$ cat src/rtl/hbm_merge_cfg.svh
`ifndef HBM_MERGE_CFG_SVH
`define HBM_MERGE_CFG_SVH

// datapath widths
`define HBM_BEAT_W          256     // one read beat per channel
`define HBM_WORD_W          512     // two beats joined

// channel layout
`define HBM_NUM_PAIRS       2       // 4 read channels

// per channel read buffer
`define HBM_FIFO_DEPTH_BITS 6       // 64 entries
`define HBM_AFULL_MARGIN    4       // free slots left at almost-full

// downstream flow control
`define HBM_CREDITS         8       // buffer slots per pair downstream
`define HBM_WORD_BYTES_LOG2 6       // 64 bytes in a joined word

`endif
$ cat src/rtl/hbm_merge_pkg.sv
`default_nettype none

`include "hbm_merge_cfg.svh"

package hbm_merge_pkg;

    ////////////////////
    // parameter word, addr_a sits in the low bits
    typedef struct packed {
        logic [31:0] reserved;
        logic [31:0] channel_choice;
        logic [31:0] array_length;
        logic [31:0] data_a_length;     // bytes of A data for the job
        logic [31:0] number_of_bits;
        logic [31:0] number_of_samples;
        logic [31:0] dimension;
        logic [31:0] number_of_epochs;
        logic [31:0] step_size;
        logic [31:0] mini_batch_size;
        logic [63:0] addr_model;
        logic [63:0] addr_b;
        logic [63:0] addr_a;
    } mlw_params_t;

    ////////////////////
    // read response side
    typedef struct packed {
        logic                   valid;
        logic [`HBM_BEAT_W-1:0] data;
    } rd_beat_t;

    typedef struct packed {
        logic                   valid;
        logic                   last;   // final word of the job
        logic [`HBM_WORD_W-1:0] data;   // {odd ch, even ch}
    } merged_word_t;

    typedef logic [31:0] job_len_t;     // joined words per pair

endpackage

`default_nettype wire

$ cat src/rtl/param_capture.sv
`timescale 1ns/1ps
`default_nettype none

`include "hbm_merge_cfg.svh"

module param_capture
    import hbm_merge_pkg::*;
(
    input  logic        hbm_clk,
    input  logic        hbm_rstn,

    // parameter word, always accepted
    input  logic        params_valid_i,
    input  mlw_params_t params_i,

    // job setup for the pairs
    output job_len_t    job_len_o,
    output logic        job_start_o
);

    // bytes -> 512b words, then split over the pairs
    localparam int PAIR_BITS = $clog2(`HBM_NUM_PAIRS);
    localparam int LEN_SHIFT = `HBM_WORD_BYTES_LOG2 + PAIR_BITS;

    job_len_t words_per_pair;

    assign words_per_pair = params_i.data_a_length >> LEN_SHIFT;

    ////////////////////
    // capture on valid, length held until next word
    always_ff @(posedge hbm_clk) begin
        if (!hbm_rstn) begin
            job_len_o   <= '0;
            job_start_o <= 1'b0;
        end else begin
            job_start_o <= params_valid_i;          // one cycle pulse
            if (params_valid_i) begin
                job_len_o <= words_per_pair;
            end
        end
    end

endmodule

`default_nettype wire

$ cat config.mk
export PLATFORM = sky130hd
export DESIGN_NAME = param_capture
export DESIGN_NICKNAME = d
export VERILOG_FILES = /design/src/rtl/hbm_merge_pkg.sv /design/src/rtl/param_capture.sv
export VERILOG_INCLUDE_DIRS = /design/src /design/src/rtl
export SDC_FILE = /design/constraint.sdc
export NUM_CORES = 1
export LEC_CHECK = 0
export BUFFER_PORTS_ARGS = -buffer_cell sky130_fd_sc_hd__buf_2
export CORE_AREA = 4 4 210 212
export CTS_BUF_LIST = sky130_fd_sc_hd__clkbuf_8 sky130_fd_sc_hd__clkbuf_16
export DETAILED_ROUTE_END_ITERATION = 7
export DIE_AREA = 0 0 214 216
export GPL_TIMING_DRIVEN = 0
export SETUP_SLACK_MARGIN = 0.05
export SKIP_CTS_REPAIR_TIMING = 1
export SLEW_MARGIN = 10
export SYNTH_ARGS = -nofsm -noshare
export SYNTH_HDL_FRONTEND = slang
export SYNTH_SLANG_ARGS = --single-unit
$ cat constraint.sdc
create_clock -name hbm_clk -period 0.8 [get_ports hbm_clk]
set_input_delay 0.12 -clock hbm_clk [delete_from_list [all_inputs] [get_ports hbm_clk]]
set_output_delay 0.12 -clock hbm_clk [all_outputs]
set_load 0.03 [all_outputs]
== After elaboration in Yosys (flattened, before gate mapping) ==
Cells that the tools add are included.

* Word-level logic and storage cells: 2
* Input port bits: 515
* Output and inout bits: 33
* Register bits: 26

== Longest topological paths before layout ==
Gate-level depths: netlist (run 1).

* Word-level depth: 0
* Depth in mapped cells: 4
* Gate-level depth less buffers: 2

== Least setup slack after synthesis (run 1) ==
OpenSTA, ideal clock, no wires.

* Kind: register to register
* From: register, netlist name job_len_o[0]
* To: register job_len_o[0]
* Required time: 0.735 ns
* Arrival time: 0.686 ns
* Path buffers: 0
* Period minus slack after synthesis: 0.751 ns
* Slack: 0.049 ns
* Cell stages (with the launch flop): 3
* Library setup time: 0.065 ns
* Path through: dfxtp_1 -> mux2i_1 -> nor2b_1

{| class="wikitable"
|+ RTL lines
! what !! line !! source
|-
| end signal, assigned || param_capture.sv:38 || <nowiki>job_len_o <= words_per_pair;</nowiki>
|-
| end, declared || param_capture.sv:17 || <nowiki>output job_len_t job_len_o,</nowiki>
|}

== Worst setup path after layout (run 1) ==
* From: register job_len_o[7]
* To: output job_len_o[7]

No word-level cell between the ends.

==> reports/metrics.csv, run 1 <==
metric,value,unit
async_reset_ff_share,0,%
p_per_area,1590,nW/um^2
fmax,1.14,GHz
drt_wl_total,4280,um
fin_ws,-0.0782,ns
synth_enable_flop_cells,0,
setup_viol,26,
criticalPathCategory,register to output port,
via_count,820,
grt_antenna_before_repair,5,
overflow,0,
rows,75,
synth-seq-cells,26,
worstSetupEndpointType,output port,
nNetsFinal,671,
crit_slowest_cell,dfxtp_2,
dieArea,46200,um^2
synth_top_area_share,49.6,%
pwr-share-comb,18.9,%
pwr-share-seq,38.8,%
synthTopCellsByCount,"dfxtp_1 (26), mux2i_1 (25), nor2b_1 (25), buf_4 (7)",
yosysUniqueCellTypes,9,
cp_max_fo,2,
power_frac_clock,42.3,%
syn_area,1050,um^2
syn_area_per_cell,11.7,um^2
cts_buffers,3,
seq_area_frac_synth,49.6,%
h-tree-depth,1,
vdd_drop_max,657,uV
drt.antenna.violating_nets,0,
multiInputGateArea,439,um^2
synth_warnings,0,
globalplace.congestion,0.604,
switching_share,26.6,%
synth_area_leaders,"dfxtp_1 (50%), mux2i_1 (24%), nor2b_1 (15%)",
leakagePower,0.837,nW
arrival,0.76,ns
r2r_setup_slack,0.07,ns
path_cells,buf_6,
netlist_instances,90,
synth.most_common_cell,dfxtp_1,
cp_num_cells,1,
maxSlewViolCount,0,
die_w,214,um
seqCellArea,553,um^2
dp.cells,687,
crit_buf_inv,1,
critical_path.top_delay_family,flip-flops,
grt.total_usage,1.87,%
cts_root_buffer,clkbuf_16,
ioPinCount,548,
start_kind,register,
post_drt_wl_per_cell,6.14,um
p_int,2.72,mW
fin_crit_sh,110,%
min_path_type,input port to register,
rsz0062_at_grt,yes,
port_buffers,52,
clk_pin_slew,0.08,ns
first_global_vias,816,
start_util,2.50,%
critical_path.max_stage_delay,0.34,ns
cap_violations,0,
period_minus_slack,0.878,ns
regToRegEndpoint,job_len_o[24],
status,"complete, but fails checks",
worstReg2RegStart,job_len_o[24],
p_switching,989,uW
critPathRequiredTime,0.68,ns
drt_first_pass_iters,2,
clk_latency,0.28,ns
r2r_cells,3,
synth.largest_area_cell,dfxtp_1,
ys.flop_type,dfxtp_1,
cts_tree,built,
clockBufferDepth,2,
grt_pass1_wl,5680,um
die_h,216,um
area_delta_synth_final,123,%
worstSetupEndpoint,job_len_o[7],
grt_max_degree,16,
core_area,41900,um^2
layout-drive-gt1-share,61.9,%
holdWs,0.101,ns
startpoint,job_len_o[7],
drt_iter0_drc,1,
violations,setup timing,
fillers,4882,
drc,0,
hpwl,3480,um
final_hold_viol_count,0,
clock_sinks,26,
finalNonFillerCells,696,
clock_skew,0,ns
vias_per_cell,1.18,
==> logic make-up (layout without fill, tap and decap cells) <==
logic type | after synthesis | in the layout | synth area share [%]
DFF | 26 | 26 | 49.6
and+or+nand+nor | 26 | 26 | 15.5
muxes | 25 | 25 | 23.9
buffers and inverters | 12 | 71 | 10.6
other | 1 | 9 | 0.358
==> power groups by stage <==
stage	Sequential [mW]	Clock, mW	Combinational [mW]
finish	1.44	1.57	0.702
global route	1.45	1.76	0.754
CTS	1.42	1.70	0.618
detailed placement	1.45	0	0.619
global placement	1.45	0	0.605
floorplan	1.61	0	0.253
==> sequential cells by signal, summed over array words and instances, names as in the netlist <==
register / count
job_len_o: 25
job_start_o: 1
==> placed cells by master (no fill, tap or decap) <==
cell	Yosys	routed
dfxtp_2	0	26
buf_12	2	2
and2_1	1	1
mux2i_1	25	25
bufinv_16	0	1
clkbuf_2	0	1
diode_2	0	2
buf_2	0	26
buf_4	7	10
clkbuf_1	2	1
buf_6	1	27
nor2b_1	25	25
clkbuf_16	0	3
conb_1	1	7
==> layer usage <==
layer	track usage, %	up-vias	part of all wire (%)
met5	0	-	1.1
met4	0.584	8	1.7
met1	1.81	340	38
li1	-	407	-
met3	1.88	15	16
met2	2.76	50	44
==> worst min-delay path by stage <==
stage,cells past startpoint,from,end
floorplan,1,hbm_rstn,job_len_o[0]
global placement,3,params_i[412],job_len_o[21]
detailed placement,3,params_i[409],job_len_o[18]
CTS,3,params_i[410],job_len_o[19]
global route,3,params_i[408],job_len_o[17]
finish,3,params_i[410],job_len_o[19]
==> layout make-up <==
cell class	count	share of cell area, %
Antenna cell	2	0.214
Buffer	12	4.82
Clock buffer	3	3.22
Clock inverter	1	1.29
Multi-Input combinational cell	58	18.8
Sequential cell	26	23.7
Tap cell	539	28.9
Timing Repair Buffer	55	19.1
==> through the flow <==
step,cell area (um^2),setup TNS (ns),power (mW),util [%],worst slack [ns]
2_1_floorplan,1100,0,1.86,-,0.0720
3_3_place_gp,2040,-3.60,2.05,4.86,-0.314
3_5_place_dp,2040,-4.58,2.07,4.86,-0.359
4_1_cts,2140,-4.18,3.74,5.11,-0.186
5_1_grt,2330,-2.83,3.97,5.55,-0.131
6_report,2330,-1.68,3.71,5.57,-0.0782
(Power assumes the default switching activity.)
==> run 2: changes to the inputs <==
--- a/config.mk
+++ b/config.mk
@@ -12,6 +12,7 @@
 export DETAILED_ROUTE_END_ITERATION = 7
 export DIE_AREA = 0 0 214 216
 export GPL_TIMING_DRIVEN = 0
+export RECOVER_POWER = 100
 export SETUP_SLACK_MARGIN = 0.05
 export SKIP_CTS_REPAIR_TIMING = 1
 export SLEW_MARGIN = 10
==> reports/metrics.csv, run 2 (same netlist as run 1, synthesis figures left out) <==
metric,value,unit,change
status,"complete, but fails checks",,unchanged
violations,setup timing,,unchanged
clockBufferDepth,2,,unchanged
die_w,214,um,unchanged
drt_first_pass_iters,2,,unchanged
largest_reg_flops,25,,unchanged
power,3.71,mW,about the same
drt-met1-wl,1610,um,unchanged
drt_iter0_drc,1,,unchanged
dieArea,46200,um^2,unchanged
cap_violations,0,,unchanged
worstReg2RegStart,job_len_o[24],,unchanged
fillers,4883,,was 4882
area_delta_synth_final,123,%,about the same
core_area,41900,um^2,unchanged
overflow,0,,unchanged
met3WireLength,666,um,unchanged
grt_pass1_wl,5680,um,unchanged
fmax,1.14,GHz,unchanged
nNetsFinal,671,,unchanged
ioPinCount,548,,unchanged
criticalPathCategory,register to output port,,unchanged
crit_slowest_cell,dfxtp_2,,unchanged
via_count,820,,unchanged
regMostFlops,job_len_o,,unchanged
min_path_type,input port to register,,unchanged
globalplace.congestion,0.604,,unchanged
grt.total_usage,1.87,%,unchanged
critPathRequiredTime,0.68,ns,about the same
layout.cells.most_common,buf_6,,unchanged
final_util,5.56,%,was 5.57%
holdWs,0.101,ns,unchanged
dp_slack,-0.359,ns,unchanged
h-tree-depth,1,,unchanged
wl_met2,1870,um,unchanged
die_h,216,um,unchanged
layout-drive-gt1-share,61.3,%,was 61.9%
final_cell_mix,"buf_6 (27), buf_2 (26), mux2i_1 (25), nor2b_1 (25), dfxtp_2 (25)",,"was buf_6 (27), buf_2 (26), dfxtp_2 (26)"
setup_viol,26,,unchanged
crit_buf_inv,1,,unchanged
topRoutingLayerUsed,met5,,unchanged
startpoint,job_len_o[7],,unchanged
final_hold_viol_count,0,,unchanged
finalNonFillerCells,696,,unchanged
fin_tns_setup,-1.70,ns,was -1.68 ns
min-delay-start,params_i[410],,unchanged
arrival,0.76,ns,about the same
cts_tree,built,,unchanged
first_global_vias,816,,unchanged
cp_max_fo,2,,unchanged
fin_crit_sh,110,%,unchanged
hpwl,3480,um,unchanged
post_drt_wl_per_cell,6.14,um,unchanged
critical_path.max_stage_delay,0.34,ns,about the same
fin_area,2330,um^2,about the same
vdd_drop_max,657,uV,unchanged
period_minus_slack,0.878,ns,unchanged
start_kind,register,,unchanged
leakagePower,0.836,nW,was 0.837 nW
port_buffers,52,,unchanged
grt_antenna_before_repair,5,,unchanged
place_area,2040,um^2,unchanged
drc,0,,unchanged
clock_sinks,26,,unchanged
rows,75,,unchanged
dp.cells,687,,unchanged
clock_skew,0,ns,unchanged
worstSetupEndpointType,output port,,unchanged
drt_wl_total,4280,um,unchanged
multiInputGateArea,439,um^2,unchanged
largestRegisters,"job_len_o (25), job_start_o (1)",,unchanged
cts_buffers,3,,unchanged
rsz0062_at_grt,yes,,unchanged
cts_root_buffer,clkbuf_16,,unchanged
clk_latency,0.28,ns,about the same
start_util,2.50,%,unchanged
path_cells,buf_6,,unchanged
seqCellArea,552,um^2,was 553 um^2
r2r_setup_slack,0.07,ns,about the same
critical_path.top_delay_family,flip-flops,,unchanged
p_per_area,1590,nW/um^2,about the same
clk_pin_slew,0.08,ns,about the same
maxSlewViolCount,0,,unchanged
drt.antenna.violating_nets,0,,unchanged
grt_max_degree,16,,unchanged
fin_ws,-0.0782,ns,unchanged
vias_per_cell,1.18,,unchanged
-- run 2: changes by cell type in the layout (fill, tap and decap cells not counted) --
cell,previous run,this run
dfxtp_1,0,1
dfxtp_2,26,25
-- run 2: area by class of cell --
class                           count  area share (%)
Antenna cell                        2           0.214
Buffer                             12            4.83
Clock buffer                        3            3.22
Clock inverter                      1            1.29
Multi-Input combinational cell     58            18.8
Sequential cell                    26            23.6
Tap cell                          539            28.9
Timing Repair Buffer               55            19.1
-- run 2: worst min-delay path, stage by stage --
cell     delay [ns]
buf_2          0.08
mux2i_1        0.05
nor2b_1        0.09
-- run 2: final timing paths --
kind         cells after the start       endpoint
min reg2reg                      2   job_len_o[0]
min                              3  job_len_o[19]
max                              1   job_len_o[7]
max reg2reg                      3  job_len_o[24]
-- run 2: power by group --
group	switching, mW	internal, mW	total (mW)
Combinational	0.365	0.336	0.702
Sequential	0.0530	1.39	1.44
Clock	0.570	1.00	1.57
Total	0.989	2.72	3.71
-- run 2: layer usage --
layer  GRT usage (%)  up-vias
met4           0.584        8
li1                -      407
met3            1.88       15
met1            1.81      340
met5               0        -
met2            2.76       50
