[config.mk]
export PLATFORM = sky130hd
export DESIGN_NAME = pair_joiner
export DESIGN_NICKNAME = d
export VERILOG_FILES = /design/src/rtl/hbm_merge_pkg.sv /design/src/rtl/pair_joiner.sv
export VERILOG_INCLUDE_DIRS = /design/src /design/src/rtl
export SDC_FILE = /design/constraint.sdc
export NUM_CORES = 1
export LEC_CHECK = 0
export CAP_MARGIN = 15
export CORE_AREA = 4 4 416 418
export DETAILED_ROUTE_END_ITERATION = 16
export DIE_AREA = 0 0 420 422
export DONT_BUFFER_PORTS = 1
export MAX_ROUTING_LAYER = met4
export SYNTH_ARGS = -nofsm -noshare
export SYNTH_HDL_FRONTEND = slang
export SYNTH_SLANG_ARGS = --single-unit
[constraint.sdc]
create_clock -name hbm_clk -period 4.4 [get_ports hbm_clk]
set_input_delay 0.88 -clock hbm_clk [delete_from_list [all_inputs] [get_ports hbm_clk]]
set_output_delay 0.88 -clock hbm_clk [all_outputs]
set_load 0.02 [all_outputs]
[src/rtl/hbm_merge_cfg.svh]
`ifndef HBM_MERGE_CFG_SVH
`define HBM_MERGE_CFG_SVH

// datapath widths
`define HBM_BEAT_W          256     // one read beat per channel
`define HBM_WORD_W          512     // two beats joined

// channel layout
`define HBM_NUM_PAIRS       2       // 4 read channels

// per channel read buffer
`define HBM_FIFO_DEPTH_BITS 6       // 64 entries
`define HBM_AFULL_MARGIN    4       // free slots left at almost-full

// downstream flow control
`define HBM_CREDITS         8       // buffer slots per pair downstream
`define HBM_WORD_BYTES_LOG2 6       // 64 bytes in a joined word

`endif
[src/rtl/hbm_merge_pkg.sv]
`default_nettype none

`include "hbm_merge_cfg.svh"

package hbm_merge_pkg;

    ////////////////////
    // parameter word, addr_a sits in the low bits
    typedef struct packed {
        logic [31:0] reserved;
        logic [31:0] channel_choice;
        logic [31:0] array_length;
        logic [31:0] data_a_length;     // bytes of A data for the job
        logic [31:0] number_of_bits;
        logic [31:0] number_of_samples;
        logic [31:0] dimension;
        logic [31:0] number_of_epochs;
        logic [31:0] step_size;
        logic [31:0] mini_batch_size;
        logic [63:0] addr_model;
        logic [63:0] addr_b;
        logic [63:0] addr_a;
    } mlw_params_t;

    ////////////////////
    // read response side
    typedef struct packed {
        logic                   valid;
        logic [`HBM_BEAT_W-1:0] data;
    } rd_beat_t;

    typedef struct packed {
        logic                   valid;
        logic                   last;   // final word of the job
        logic [`HBM_WORD_W-1:0] data;   // {odd ch, even ch}
    } merged_word_t;

    typedef logic [31:0] job_len_t;     // joined words per pair

endpackage

`default_nettype wire

[src/rtl/pair_joiner.sv]
`timescale 1ns/1ps
`default_nettype none

`include "hbm_merge_cfg.svh"

module pair_joiner
    import hbm_merge_pkg::*;
(
    input  logic         hbm_clk,
    input  logic         hbm_rstn,

    // job setup
    input  logic         job_start_i,
    input  job_len_t     job_len_i,

    // both fifos of the pair
    input  logic         empty_even_i,
    input  logic         empty_odd_i,
    output logic         pop_o,             // same pop to both
    input  rd_beat_t     beat_even_i,
    input  rd_beat_t     beat_odd_i,

    // downstream, credit based
    input  logic         credit_i,          // one slot back per pulse
    output merged_word_t word_o,
    output logic         job_done_o
);

    localparam int CRED_W = $clog2(`HBM_CREDITS) + 1;
    localparam logic [CRED_W-1:0] CRED_MAX = CRED_W'(`HBM_CREDITS);

    logic [CRED_W-1:0]      credit_cnt;
    logic                   job_active;
    job_len_t               pop_cnt;        // words issued this job
    logic                   last_pop;
    logic                   last_q1;        // last flag beside the fifo read reg
    logic                   word_valid_q;
    logic                   word_last_q;
    logic                   done_q;
    logic [`HBM_WORD_W-1:0] word_data_q;

    ////////////////////
    // joint pop, needs data on both sides and a free slot downstream
    assign pop_o    = job_active & ~empty_even_i & ~empty_odd_i & (credit_cnt != '0);
    assign last_pop = pop_o & (pop_cnt == job_len_i - 1'b1);

    always_ff @(posedge hbm_clk) begin
        if (!hbm_rstn) begin
            job_active <= 1'b0;
            pop_cnt    <= '0;
        end else if (job_start_i) begin
            job_active <= (job_len_i != '0);    // empty job never starts
            pop_cnt    <= '0;
        end else if (pop_o) begin
            pop_cnt <= pop_cnt + 1'b1;
            if (last_pop) begin
                job_active <= 1'b0;             // stop before extra beats
            end
        end
    end

    // taken at pop, returned by credit_i
    always_ff @(posedge hbm_clk) begin
        if (!hbm_rstn) begin
            credit_cnt <= CRED_MAX;
        end else begin
            case ({pop_o, credit_i})
                2'b10:   credit_cnt <= credit_cnt - 1'b1;
                2'b01:   credit_cnt <= credit_cnt + 1'b1;
                default: credit_cnt <= credit_cnt;  // cancel out
            endcase
        end
    end

    ////////////////////
    // join register, second stage after pop
    always_ff @(posedge hbm_clk) begin
        if (!hbm_rstn) begin
            last_q1      <= 1'b0;
            word_valid_q <= 1'b0;
            word_last_q  <= 1'b0;
            done_q       <= 1'b0;
        end else begin
            last_q1      <= last_pop;
            word_valid_q <= beat_even_i.valid & beat_odd_i.valid;
            word_last_q  <= last_q1;
            done_q       <= last_q1;            // lines up with last word
        end
    end

    always_ff @(posedge hbm_clk) begin
        if (beat_even_i.valid) begin
            word_data_q <= {beat_odd_i.data, beat_even_i.data};
        end
    end

    assign word_o.valid = word_valid_q;
    assign word_o.last  = word_last_q;
    assign word_o.data  = word_data_q;
    assign job_done_o   = done_q;

endmodule

`default_nettype wire

# Word-level counts from Yosys, hierarchy flattened
# Cells that the tools add are included.
dict set report word_totals {
  output_inout_bits 516
  ff_bits 552
  inputBits 552
  wordCells 33
}
dict set report classes {
  n_mux 4
  n_reduce_logical 7
  n_addsub 4
  n_eq_ne 3
  n_bitwise 8
}
# op n
set ops {}
lappend ops {{32-bit by 1-bit adder with 32-bit output (second input constant)} 1}
lappend ops {{32-bit == test} 1}
lappend ops {{32-bit nonzero test} 1}
lappend ops {{32-bit by 1-bit subtractor with 32-bit output (second input constant)} 1}
lappend ops {{4-bit case mux with 2 select lines} 1}
lappend ops {{2-bit nonzero test} 3}
lappend ops {{1-bit bitwise AND} 5}
lappend ops {{4-bit by 1-bit adder with 4-bit output (second input constant)} 1}
lappend ops {{4-bit nonzero test} 1}
lappend ops {{4-bit by 1-bit subtractor with 4-bit output (second input constant)} 1}
lappend ops {{1-bit 2-to-1 mux} 3}
lappend ops {{1-bit NOT} 3}
lappend ops {{2-bit by 1-bit == test with 1-bit output (second input constant)} 1}
lappend ops {{2-bit == test (second input constant)} 1}
lappend ops {{2-bit AND reduction} 1}
lappend ops {{2-bit OR reduction} 1}

# Logic depth before layout (Yosys ltp)
dict set report logic_depth {
  depth_word 8
  depth_mapped 10
  depth_no_buf 10
}

# Worst setup path before layout
# OpenSTA, ideal clock, no wires.
dict set report synth_path {
  path_kind {input to register}
  from {input job_len_i[4]}
  to {register job_active}
  setup_ns 0.118
  arrival_ns 2.907
  n_path_buf 1
  path_stages 9
  t_required_ns 4.282
  setup_slack_ns 1.374
  path_cell_list {buf_6 > or4_4 > nor3_2 > xnor2_1 > or4_1 > nor4_1 > o211ai_1 > o211ai_2 > a21oi_1}
}
dict set report synth_between {
  elab_chain_len 5
  word_cells_on_any_way 7
  classes_between {1 x add/sub; 1 x eq/ne; 1 x mux; 1 x bitwise; 3 x reduce/logical}
}
# item line_no
set synth_lines {}
lappend synth_lines {{start, declared} pair_joiner.sv:14} ;# input job_len_t job_len_i,
lappend synth_lines {{32-bit by 1-bit subtractor with 32-bit output} pair_joiner.sv:45} ;# assign last_pop = pop_o & (pop_cnt == job_len_i - 1'b1);
lappend synth_lines {{32-bit == test} pair_joiner.sv:45}
lappend synth_lines {{1-bit bitwise AND} pair_joiner.sv:45}
lappend synth_lines {{2-bit nonzero test (no source line)} n/a}
lappend synth_lines {{2-bit AND reduction (no source line)} n/a}
lappend synth_lines {{end signal, assigned} pair_joiner.sv:52} ;# job_active <= (job_len_i != '0);
lappend synth_lines {{end, declared} pair_joiner.sv:33} ;# logic job_active;
# Several ways; a longest one is shown, not always the timed one.
# A chain may end at the register's enable or synchronous reset.

# Worst setup path after layout
dict set report layout_path {
  from {register credit_cnt[0]}
  to {output pop_o}
}
dict set report layout_between {
  elab_chain_len 2
}
# item line_no
set layout_lines {}
lappend layout_lines {{start, declared} pair_joiner.sv:32} ;# logic [CRED_W-1:0] credit_cnt;
lappend layout_lines {{start signal, assigned} pair_joiner.sv:68} ;# 2'b10: credit_cnt <= credit_cnt - 1'b1;
lappend layout_lines {{start signal, assigned} pair_joiner.sv:69} ;# 2'b01: credit_cnt <= credit_cnt + 1'b1;
lappend layout_lines {{start signal, assigned} pair_joiner.sv:70} ;# default: credit_cnt <= credit_cnt;
lappend layout_lines {{4-bit nonzero test} pair_joiner.sv:44} ;# assign pop_o = job_active & ~empty_even_i & ~empty_odd_i & (credit_cnt != '0);
lappend layout_lines {{1-bit bitwise AND} pair_joiner.sv:44}
lappend layout_lines {{end, declared} pair_joiner.sv:19} ;# output logic pop_o,
# No other way between the ends.

==> metrics.txt <==
status=finished, final reports clean; Tcrit/Tclk final=68.3%; initial antenna violation count=198; clk_skew=0.0168 ns; number of synthesized register bits=552; peak supply drop=0.237 mV; critical path's largest stage delay=0.59 ns; Post-CTS Setup Inserts=0; largest net degree at the start of global routing=514; syn_area_per_cell=21.0 um^2; Clk Latency, worst-skew pair=0.66 ns; global-route wire length before repair=141000 um; Achievable Freq=0.333 GHz; GR Overflow Total=0; Syn-to-layout area delta=28.2%; CTS clk-pin slew, worst paths=0.06 ns; mapped cell area=18200 um^2; Max-slew headroom=42.2%; Clock Power Share=45.0%; fraction of registers with async set/reset=0%; Net Sw Frac=27.5%; TritonCTS clock tree=done; RSZ-0062 raised after global routing=false; pwr/cell area=571 nW/um^2; internal power=0.00966 W; type of the most critical hold path=primary input to register; TritonRoute pass-1 iters=4; routed len/inst=37.7 um; Critical Path Start Type=register; # IOs=1068; post-synth net total=1427; Post-Synth Adder-Cell Area=0.453%; Worst Reg2Reg Path Length in Cells=10; Seq/Total Area, Yosys=88.7%; Critical-path top delay cell=or4_1; buffers added on ports=0; CP delay by family, top=simple AND/OR/NAND/NOR gates; post-route insts no fill=3225; critical path endpoint category=primary output; Setup TNS Final=0 ns; final wirelength=122000 um; post-synthesis simple-gate area fraction=5.31%; CP bufs+invs=2; mux cell area share after synthesis=0.0549%; Post-route DRC=0; die area=177000 um^2; Lkg Pwr=7.16 nW; area of the multi-input gates=1960 um^2; WP depth=4; Cell Chain, Critical Path=or4_1, nand2_1, clkinv_1, buf_4; Cells after Synth=869; EDFF count, synth=512; GP Congestion=0.886; root buf cell=clkbuf_16; Core Footprint=169000 um^2; crit path DAT=2.12 ns; Switch Pwr=0.00367 W; largest family of logic cells by synthesized area=simple AND/OR/NAND/NOR gates; Max clock buf depth=3; post-CTS resize count=0; Final Max Tran Viols=0; yosys warns=0; dominant synthesized flop cell=edfxtp_1; crit path kind=register to primary output; final setup fails=0; H-tree Lvls=3; antenna-violating nets left=0; fin nets=1495; # fillers=18446; Gate power share=0.8%; detailed-placement wirelength estimate=103000 um; Crit path required time=3.52 ns; row cnt=151; TritonCTS Buffers=71; Hold Buf Count CTS=0; Reg power frac=54.2%; Die Height=422 um; Seq. cell area=16200 um^2; placed insts=3081; Synth Area in XOR/XNOR=3.56%; CTS sink cnt=552; Compound-Gate Fraction of Synth Area=1.37%; Max-Cap Viols=0; Worst Hold Depth=0; Vias/cell=3.00; Synth cell types=47; Die W=420 um; Final Hold Viols=0; Iter 0 DRT Violations=775; minimum clock period=3.00 ns; crit path max fanout=7; Worst-Margin Slew=0.866 ns; number of global-route vias before repair=8661; Global Route Usage Sum=13.5%; layout cell share with drive strength beyond 1=13.1%; routed via count=9660; starting density of the core=10.8%
layout make-up:
cell class / count / area share [%]
Clock inverter: 44 / 1.93
Clock buffer: 86 / 8.06
Timing Repair Buffer: 4 / 0.214
Tap cell: 2218 / 11.9
Sequential cell: 552 / 69.2
Antenna cell: 13 / 0.139
Inverter: 11 / 0.177
Multi-Input combinational cell: 297 / 8.38
synthesized netlist by cell type, types with 2 or more instances:
cell type | count | area (um^2)
edfxtp_1 | 512 | 15400
nor2_1 | 52 | 195
xor2_1 | 43 | 377
dfxtp_1 | 40 | 801
xnor2_1 | 31 | 272
nand2_1 | 25 | 93.8
nand3_1 | 20 | 100
a21oi_1 | 12 | 60.1
nand4_1 | 11 | 68.8
nor3_1 | 11 | 55.1
inv_1 | 10 | 37.5
and3_1 | 9 | 56.3
nor4_1 | 9 | 56.3
or4_1 | 9 | 67.6
o21ai_0 | 7 | 35.0
or3_1 | 7 | 43.8
and2_1 | 5 | 31.3
and4_1 | 5 | 43.8
clkbuf_1 | 5 | 18.8
ha_1 | 5 | 62.6
a31oi_1 | 3 | 18.8
nor3b_1 | 3 | 22.5
a31o_2 | 2 | 17.5
and4b_1 | 2 | 20.0
buf_4 | 2 | 15.0
nor4_4 | 2 | 42.5
nor4b_1 | 2 | 17.5
o2111ai_1 | 2 | 17.5
o211ai_1 | 2 | 15.0
o31ai_1 | 2 | 15.0
or2_2 | 2 | 12.5
or4_4 | 2 | 22.5
power groups by stage:
stage | Clock (W) | Sequential (W) | Combinational (W)
final | 0.00600 | 0.00723 | 0.000102
after global routing | 0.00646 | 0.00728 | 0.000114
after CTS | 0.00622 | 0.00724 | 0.0000997
after detailed placement | 0 | 0.00734 | 0.0000988
after global placement | 0 | 0.00735 | 0.0000981
after floorplan | 0 | 0.00689 | 0.0000810
layer usage:
layer  wire [um]  up-vias  part of all wire, %  global-route usage (%)
met2       60800     1057                   50                    23.4
met5           0        -                    0                       -
met3       21500      453                   18                    10.4
met4        3950        0                  3.2                    2.57
li1            -     3538                    -                       -
met1       35400     4612                   29                    11.5
state kept, by name, summed over array words and instances (netlist names):
signal        count
word_data_q     512
job_done_o        1
pop_cnt          32
credit_cnt        4
word_valid_q      1
job_active        1
last_q1           1
kinds of logic (layout without fill, tap and decap cells):
kind of cell	after synthesis	in the layout
other cells	0	13
fa+ha+maj	6	6
simple gates	178	178
buf+inv	20	145
xor+xnor	74	74
flops	552	552
compound gates	38	38
mux	1	1
metrics by stage:
stage,util (%),cell area [um^2],hold slack (ns),total power (W),worst slack [ns]
after global placement,12.4,21000,0.417,0.00745,0.964
final,13.8,23400,0.305,0.0133,1.40
after global routing,13.8,23300,0.236,0.0138,1.29
after detailed placement,12.4,21000,0.436,0.00744,0.951
after CTS,13.8,23300,0.208,0.0136,1.26
after floorplan,-,18200,0.412,0.00697,1.37
cells in the final DEF (no fill, tap or decap), drive strengths merged, types with 12 or more instances in the layout:
| cell type | netlist | layout |
|---|---|---|
| clkinv | 1 | 22 |
| xor2 | 43 | 43 |
| nand3 | 20 | 20 |
| diode | 0 | 13 |
| dfxtp | 40 | 40 |
| a21oi | 12 | 12 |
| nor3 | 12 | 12 |
| clkbuf | 6 | 86 |
| inv | 10 | 22 |
| nor2 | 52 | 52 |
| edfxtp | 512 | 512 |
| xnor2 | 31 | 31 |
| nand2 | 25 | 25 |
path summary, 6_finish.rpt:
kind,startpoint,end,slack [ns]
max,credit_cnt[0]$_SDFFE_PN0P_,pop_o,1.40
min,beat_even_i[185],word_data_q[185]$_DFFE_PP_,0.30
max reg2reg,job_active$_SDFFE_PN0P_,job_active$_SDFFE_PN0P_,1.62
min reg2reg,last_q1$_SDFF_PN0_,job_done_o$_SDFF_PN0_,0.45
(Power assumes the default switching activity.)
